## src/lb_cfg.svh

```systemverilog
// Loopback exerciser configuration macros for beat width, segmentation and buffer depth
`ifndef LB_CFG_SVH
`define LB_CFG_SVH

// --------------------------------------------------
// Host channel beat layout
// --------------------------------------------------

// Payload bits per beat
`define LB_DATA_W 64

// Segments per beat, each carrying its own EOP flag
`define LB_NUM_SEG 2

// --------------------------------------------------
// Loopback buffer
// --------------------------------------------------

// Entries in the loopback FIFO
// Power of two, at least 2, so pointers wrap on their own
`define LB_FIFO_DEPTH 4

`endif

```

## src/lb_pkg.sv

```systemverilog
// Loopback exerciser package with the beat field types and segment constants
`include "lb_cfg.svh"

package lb_pkg;

   // --------------------------------------------------
   // Beat field types
   // --------------------------------------------------

   // Beat payload
   typedef logic [`LB_DATA_W-1:0] lb_data_t;

   // Byte enables, one bit per payload byte
   // Bit s * lb_seg_bytes is the base keep bit of segment s
   typedef logic [`LB_DATA_W/8-1:0] lb_keep_t;

   // One flag per segment, used for the EOP vector
   typedef logic [`LB_NUM_SEG-1:0] lb_seg_t;

   // --------------------------------------------------
   // Derived constants
   // --------------------------------------------------

   // Bytes in one segment
   // Also the stride between base keep bits
   localparam int lb_seg_bytes = `LB_DATA_W / 8 / `LB_NUM_SEG;

endpackage

```

## src/lb_stream_if.sv

```systemverilog
// Internal valid/ready beat stream between the loopback stages
interface lb_stream_if;

   import lb_pkg::*;

   // Handshake
   logic     valid;
   logic     ready;

   // Beat fields, held stable by the source while valid waits for ready
   lb_data_t data;
   lb_keep_t keep;
   logic     last;

   // Data-mover mode flag, carried through unchanged
   logic     dm_mode;

   // Producer side of the stream
   modport src (
      output valid,
      output data,
      output keep,
      output last,
      output dm_mode,
      input  ready
   );

   // Consumer side of the stream
   modport snk (
      input  valid,
      input  data,
      input  keep,
      input  last,
      input  dm_mode,
      output ready
   );

endinterface

```

## src/host_rx_map.sv

```systemverilog
// Receive mapper, a two-entry skid stage from host rx beats onto the internal stream
module host_rx_map (
   input  logic              plat_ifc,
   input  logic              arst_n,
   input  logic              rx_tvalid,
   input  lb_pkg::lb_data_t  rx_tdata,
   input  lb_pkg::lb_keep_t  rx_tkeep,
   input  logic              rx_tlast,
   input  logic              rx_dm_mode,
   output logic              rx_tready,
   lb_stream_if.src          out_s
);

   import lb_pkg::*;

   // Packed beat, mode on top, then last, keep and data
   localparam int BEAT_W = $bits(lb_data_t) + $bits(lb_keep_t) + 2;

   logic [BEAT_W-1:0] rx_beat;
   logic [BEAT_W-1:0] main_beat;
   logic [BEAT_W-1:0] skid_beat;
   logic              main_valid;
   logic              skid_valid;
   logic              rx_fire;
   logic              out_fire;
   logic              load_main_rx;
   logic              load_main_skid;
   logic              load_skid;

   // --------------------------------------------------
   // Handshakes
   // --------------------------------------------------

   assign rx_beat  = {rx_dm_mode, rx_tlast, rx_tkeep, rx_tdata};

   // Host sees a flop, never the downstream ready
   // Skid is only ever full while main is full too
   assign rx_tready = ~skid_valid;

   assign rx_fire  = rx_tvalid & rx_tready;
   assign out_fire = main_valid & out_s.ready;

   // Main takes the host beat when empty or emptying without a waiting skid beat
   assign load_main_rx   = rx_fire & (~main_valid | (out_fire & ~skid_valid));
   // Waiting skid beat moves up as main leaves
   assign load_main_skid = out_fire & skid_valid;
   // Host beat parks in the skid entry while main is stalled
   assign load_skid      = rx_fire & main_valid & ~out_fire;

   // --------------------------------------------------
   // Occupancy flags
   // --------------------------------------------------

   always_ff @(posedge plat_ifc or negedge arst_n)
   begin
      if (!arst_n)
      begin
         main_valid <= 1'b0;
         skid_valid <= 1'b0;
      end
      else
      begin
         if (load_main_rx || load_main_skid)
            main_valid <= 1'b1;
         else if (out_fire)
            main_valid <= 1'b0;

         if (load_skid)
            skid_valid <= 1'b1;
         else if (load_main_skid)
            skid_valid <= 1'b0;
      end
   end

   // Payload entries
   always_ff @(posedge plat_ifc)
   begin
      if (load_main_skid)
         main_beat <= skid_beat;
      else if (load_main_rx)
         main_beat <= rx_beat;

      if (load_skid)
         skid_beat <= rx_beat;
   end

   // Main entry drives the internal stream
   assign out_s.valid = main_valid;
   assign {out_s.dm_mode, out_s.last, out_s.keep, out_s.data} = main_beat;

endmodule

```

## src/lb_fifo.sv

```systemverilog
// Loopback buffer, a circular FIFO of beats with a registered head and back-pressure
`include "lb_cfg.svh"

module lb_fifo (
   input  logic     plat_ifc,
   input  logic     arst_n,
   lb_stream_if.snk in_s,
   lb_stream_if.src out_s
);

   import lb_pkg::*;

   localparam int DEPTH  = `LB_FIFO_DEPTH;
   localparam int PTR_W  = $clog2(DEPTH);
   localparam int CNT_W  = $clog2(DEPTH + 1);
   localparam int BEAT_W = $bits(lb_data_t) + $bits(lb_keep_t) + 2;

   logic [BEAT_W-1:0] mem [DEPTH];
   logic [BEAT_W-1:0] wr_beat;
   logic [BEAT_W-1:0] head_q;
   logic [PTR_W-1:0]  wr_ptr;
   logic [PTR_W-1:0]  rd_ptr;
   logic [PTR_W-1:0]  rd_ptr_nxt;
   logic [CNT_W-1:0]  count;
   logic              full;
   logic              wr_fire;
   logic              rd_fire;
   logic              bypass;

   // --------------------------------------------------
   // Handshakes
   // --------------------------------------------------

   assign full    = (count == CNT_W'(DEPTH));
   assign wr_beat = {in_s.dm_mode, in_s.last, in_s.keep, in_s.data};

   // A full buffer still accepts when the head leaves in the same cycle
   assign in_s.ready  = ~full | out_s.ready;
   assign out_s.valid = (count != '0);

   assign wr_fire = in_s.valid & in_s.ready;
   assign rd_fire = out_s.valid & out_s.ready;

   // Slot that holds the head after this edge
   assign rd_ptr_nxt = rd_fire ? rd_ptr + PTR_W'(1) : rd_ptr;

   // Beat written into an empty slot goes straight to the head register
   assign bypass = wr_fire & (wr_ptr == rd_ptr_nxt);

   // --------------------------------------------------
   // Pointers and count
   // --------------------------------------------------

   always_ff @(posedge plat_ifc or negedge arst_n)
   begin
      if (!arst_n)
      begin
         wr_ptr <= '0;
         rd_ptr <= '0;
         count  <= '0;
      end
      else
      begin
         rd_ptr <= rd_ptr_nxt;
         if (wr_fire)
            wr_ptr <= wr_ptr + PTR_W'(1);
         // Both at once leaves the count alone
         if (wr_fire && !rd_fire)
            count <= count + CNT_W'(1);
         else if (rd_fire && !wr_fire)
            count <= count - CNT_W'(1);
      end
   end

   // Storage and head register
   always_ff @(posedge plat_ifc)
   begin
      if (wr_fire)
         mem[wr_ptr] <= wr_beat;
      head_q <= bypass ? wr_beat : mem[rd_ptr_nxt];
   end

   assign {out_s.dm_mode, out_s.last, out_s.keep, out_s.data} = head_q;

endmodule

```

## src/host_tx_framer.sv

```systemverilog
// Transmit framer that tracks start of packet and marks end of packet per segment
`include "lb_cfg.svh"

module host_tx_framer (
   input  logic              plat_ifc,
   input  logic              arst_n,
   input  logic              tx_tready,
   lb_stream_if.snk          in_s,
   output logic              tx_tvalid,
   output lb_pkg::lb_data_t  tx_tdata,
   output lb_pkg::lb_keep_t  tx_tkeep,
   output logic              tx_tlast,
   output logic              tx_dm_mode,
   output logic              tx_sop,
   output lb_pkg::lb_seg_t   tx_eop
);

   import lb_pkg::*;

   logic sop_q;
   logic tx_fire;
   logic seg_found;

   // --------------------------------------------------
   // Stream to host tx channel
   // --------------------------------------------------

   // Host back-pressure goes straight to the buffer
   assign in_s.ready = tx_tready;

   assign tx_tvalid  = in_s.valid;
   assign tx_tdata   = in_s.data;
   assign tx_tkeep   = in_s.keep;
   assign tx_tlast   = in_s.last;
   assign tx_dm_mode = in_s.dm_mode;

   assign tx_fire = in_s.valid & tx_tready;

   // --------------------------------------------------
   // Start of packet
   // --------------------------------------------------

   // First beat after reset opens a packet
   // After that a beat opens one only if the previous beat was last
   always_ff @(posedge plat_ifc or negedge arst_n)
   begin
      if (!arst_n)
         sop_q <= 1'b1;
      else if (tx_fire)
         sop_q <= in_s.last;
   end

   assign tx_sop = sop_q;

   // --------------------------------------------------
   // End of packet
   // --------------------------------------------------

   // At most one mark, on the highest segment with payload
   // The mark is simply last, so non-last beats stay all zero
   always_comb
   begin
      tx_eop    = '0;
      seg_found = 1'b0;
      for (int s = `LB_NUM_SEG - 1; s >= 0; s--)
      begin
         if (!seg_found && in_s.keep[s * lb_seg_bytes])
         begin
            tx_eop[s] = in_s.last;
            seg_found = 1'b1;
         end
      end
   end

endmodule

```

## src/afu_loopback_top.sv

```systemverilog
// Host channel loopback exerciser top with receive mapper, loopback buffer and tx framer
module afu_loopback_top (
   input  logic              plat_ifc,
   input  logic              arst_n,

   // Host receive channel
   input  logic              rx_tvalid,
   input  lb_pkg::lb_data_t  rx_tdata,
   input  lb_pkg::lb_keep_t  rx_tkeep,
   input  logic              rx_tlast,
   input  logic              rx_dm_mode,
   output logic              rx_tready,

   // Host transmit channel with explicit framing
   output logic              tx_tvalid,
   output lb_pkg::lb_data_t  tx_tdata,
   output lb_pkg::lb_keep_t  tx_tkeep,
   output logic              tx_tlast,
   output logic              tx_dm_mode,
   output logic              tx_sop,
   output lb_pkg::lb_seg_t   tx_eop,
   input  logic              tx_tready
);

   // --------------------------------------------------
   // Internal streams
   // --------------------------------------------------

   // Mapper to buffer
   lb_stream_if rx_s ();
   // Buffer to framer
   lb_stream_if lb_s ();

   // Registered skid stage on the host receive side
   host_rx_map u_rx_map (
      .plat_ifc   (plat_ifc),
      .arst_n     (arst_n),
      .rx_tvalid  (rx_tvalid),
      .rx_tdata   (rx_tdata),
      .rx_tkeep   (rx_tkeep),
      .rx_tlast   (rx_tlast),
      .rx_dm_mode (rx_dm_mode),
      .rx_tready  (rx_tready),
      .out_s      (rx_s)
   );

   // Loopback storage, absorbs tx back-pressure
   lb_fifo u_fifo (
      .plat_ifc (plat_ifc),
      .arst_n   (arst_n),
      .in_s     (rx_s),
      .out_s    (lb_s)
   );

   // SOP and EOP framing on the way back to the host
   host_tx_framer u_tx_framer (
      .plat_ifc   (plat_ifc),
      .arst_n     (arst_n),
      .tx_tready  (tx_tready),
      .in_s       (lb_s),
      .tx_tvalid  (tx_tvalid),
      .tx_tdata   (tx_tdata),
      .tx_tkeep   (tx_tkeep),
      .tx_tlast   (tx_tlast),
      .tx_dm_mode (tx_dm_mode),
      .tx_sop     (tx_sop),
      .tx_eop     (tx_eop)
   );

endmodule

```

## config.mk

```make
export PLATFORM = sky130hd
export DESIGN_NAME = afu_loopback_top
export DESIGN_NICKNAME = d
export VERILOG_FILES = /design/src/lb_pkg.sv /design/src/lb_stream_if.sv /design/src/host_rx_map.sv /design/src/lb_fifo.sv /design/src/host_tx_framer.sv /design/src/afu_loopback_top.sv
export VERILOG_INCLUDE_DIRS = /design/src
export SDC_FILE = /design/constraint.sdc
export NUM_CORES = 1
export LEC_CHECK = 0
export BUFFER_PORTS_ARGS = -buffer_cell sky130_fd_sc_hd__buf_2
export CAP_MARGIN = 20
export CELL_PAD_IN_SITES_DETAIL_PLACEMENT = 0
export CELL_PAD_IN_SITES_GLOBAL_PLACEMENT = 1
export CORE_MARGIN = 2
export CORE_UTILIZATION = 30
export CTS_CLUSTER_DIAMETER = 200
export DETAILED_ROUTE_END_ITERATION = 10
export PLACE_DENSITY_LB_ADDON = 0.1
export SYNTH_ARGS = -nofsm -noshare
export SYNTH_HDL_FRONTEND = slang
export SYNTH_SLANG_ARGS = --single-unit
export TNS_END_PERCENT = 10
```

## constraint.sdc

```tcl
create_clock -name plat_ifc -period 14.19 [get_ports plat_ifc]
set_input_delay 0.7095 -clock plat_ifc [delete_from_list [all_inputs] [get_ports plat_ifc]]
set_output_delay 0.7095 -clock plat_ifc [all_outputs]
set_load 0.05 [all_outputs]
```

==> results.md <==
- Fmax: about 260 MHz
- Antenna violations before repair: 6
- PortBufs: roughly 160
- Pre-CTS WS: 10.71 ns
- Worst skew pair latency: 0.58 ns
- Drt pass-1 iters: 5
- Worst Skew: about 0.028 ns
- WHS: around 0.31 ns
- Total number of vias: 7335
- Seq/Total Area, Yosys: 81.5%
- H-tree depth: 2
- Mapped Nets: 752
- Worst-path clk slew: 0.06 ns
- Setup TNS: 0 ns
- Measured slew at the worst slew-check pin: 0.918 ns
- Setup slack, reg-to-reg: ~11 ns
- Asr flop ratio synth: 2.19%
- Clk root buf: clkbuf_16
- Synth warn: 0
- Die Area: just under 60000 um2
- Top cells by area, synth: edfxtp_1, mux4_2, mux2_4, mux2_2, dfrtp_1
- Met2 Use GR: between 20% and 30%
- Crit path max fanout: 38
- FF-to-FF path depth: 4
- DR WL/cell: between 20 and 25 um
- Met3 GRT Util: 3.21%
- TritonCTS Buffers: 50
- HP Class: primary input to flop
- Unrepaired setup endpoints after global routing: no
- Hold Startpoint: rx_dm_mode
- GRT Overall Usage: 13.1%
- GR Overflow Total: 0
- Worst vdd ir: 0.000117 V
- CP arrival: 3.21 ns
- Gpl congestion: 0.696
- DP Wirelength: 21.0 mm
- Setup ws final: slightly above 10 ns
- Max_slew headroom: about two fifths
- Seq cells post-synth: roughly 460
- Count leader, synth: edfxtp_1
- GRT met1 Usage: 15.3%
- Nets: 947
- Die Y: 240 um
- Clock buffer depth: 3
- CTS sink cnt: 456
- Leakage: about 6.7 nW
- Final period utilization: 27.6%
- MaxCap Viol Count: 0
- Final hold vios: 0
- Worst r2r src: u_fifo.count[0]$_DFFE_PN0P_
- Register area: 13600 um2
- CTS tree: done
- Vias in the first global route: 8296
- Critical path capture point type: output pin
- Fillers: 5123
- Iter 0 DRT Violations: 338
- First-pass GRT wire length: 54.5 mm
- Number of vias per cell: 4.44
- # rows: 86
- Primary FF master, synth: edfxtp_1
- Area grow syn2layout: 20.0%
- Post-route ant nets: 0
- WS Path Type: flop to output pin
- Post-Syn Area: between 15000 and 20000 um2
- Post-Place Cell Area: roughly 18000 um2
- Post-synth EDFFs: 444
- Layout cells sized above 1: 44.2%
- Initial core utilization: a little over 30%
- PD cells: ~230 nW/um2
- Residual DRC: 0
- WHS Endpoint: u_rx_map.skid_beat[73]$_DFFE_PP_
- Area of the multi-input gates: 2980 um2
- Yosys top cell by area: edfxtp_1
- Total Wirelength: roughly 37 mm
- Design area: 20100 um2
- Endpoints failing setup: 0
- Pin count of the biggest net entering global routing: 53
- Post-synthesis cell type count: 27
- Mapped Cells: 668
- Core area: 55100 um2
- FF-to-FF End: u_fifo.mem[2][0]$_DFFE_PP_
- Final slew viol count: 0
- Startpoint types: flop
- Top-level port count: 157
- Die width: between 200 and 250 um
- Clock period minus worst slack: 3.91 ns
- Worst endpoint required time: 13.48 ns
- Status: finished clean
- GRT Max-Usage Layer: met2
- Top cells by count, synth: edfxtp_1, mux4_2, mux2_2
- Mean Syn Cell Area: 25.0 um2
- Hold path cells: 1
- Yosys top cell area share: 79.7%
==> where the power goes <==
group          internal [mW]  switching, mW  total [mW]
registers               1.80          0.147        1.95
clock network          0.764          0.518        1.28
logic                  0.401          0.957        1.36
==> state kept, by name (all words and copies together) (netlist names), named ones only <==
signal,cells
u_rx_map.skid_beat,74
u_tx_framer.tx_sop,1
u_fifo.mem,296
u_rx_map.out_s.valid,1
u_fifo.count,3
u_rx_map.skid_valid,1
u_rx_map.main_beat,74
u_fifo.wr_ptr,2
u_fifo.rd_ptr,2
==> per-layer routing <==
| layer | wire length (um) | vias to the layer above |
|---|---|---|
| met5 | 34 | - |
| met4 | 906 | 6 |
| met3 | 1620 | 68 |
| met2 | 19800 | 143 |
| met1 | 14900 | 3927 |
| li1 | - | 3191 |
==> kinds of logic (layout without fill, tap and decap cells) <==
family,Yosys count,count (layout),synth area share [%]
flops,456,456,81.5
simple gates,18,18,0.688
other cells,0,1,0
xor+xnor,6,6,0.314
mux,151,151,16.0
buf+inv,29,263,0.957
compound gates,2,2,0.0898
fa+ha+maj,6,6,0.494
==> layout make-up <==
type                    count  area share (%)
clock buffers              58            6.49
flip-flops and latches    456            67.9
clock inverters            33            1.56
inverters                   4          0.0748
diodes                      1          0.0125
repair buffers            168            4.45
well taps                 748            4.66
multi-input cells         183            14.8
==> through the flow <==
stage	power [mW]	cells	util, %
2_1_floorplan	2.97	668	-
6_report	4.58	1651	36.4
3_3_place_gp	3.36	1557	33.4
5_1_grt	4.79	1651	36.4
3_5_place_dp	3.38	1558	33.5
4_1_cts	4.68	1650	36.4
==> worst max-delay path, cell delays in order (launching register included) <==
cell     delay, ns
dfxtp_4       0.94
buf_4         0.76
mux4_2        0.63
buf_2         0.23
==> worst max path at each step <==
| stage | start | endpoint | slack (ns) |
|---|---|---|---|
| 6_report | flop | tx_tdata[27] | 10.28 |
| 5_1_grt | flop | tx_tdata[27] | 9.96 |
| 4_1_cts | flop | tx_tdata[27] | 10.06 |
| 3_5_place_dp | flop | tx_tdata[27] | 10.71 |
| 3_3_place_gp | flop | tx_tdata[2] | 10.71 |
| 2_1_floorplan | tx_tready | u_rx_map.skid_beat[0]$_DFFE_PP_ | 9.43 |
==> layout by cell type, fill, tap and decap left out, types with 9 or more instances in the layout <==
cell       instances
edfxtp_1         444
buf_4             10
clkinv_1          14
clkbuf_16         51
clkinv_2           9
buf_2            156
dfrtp_1            9
mux4_2            74
mux2_4            38
mux2_2            39
==> what timing repair did <==
action,4_1_cts,5_1_grt
endpoints found under the hold margin,9,0
gates resized for setup,0,0
setup endpoints to repair,0,0
hold buffers,1,0
setup buffers,0,0
(Power assumes the default switching activity.)
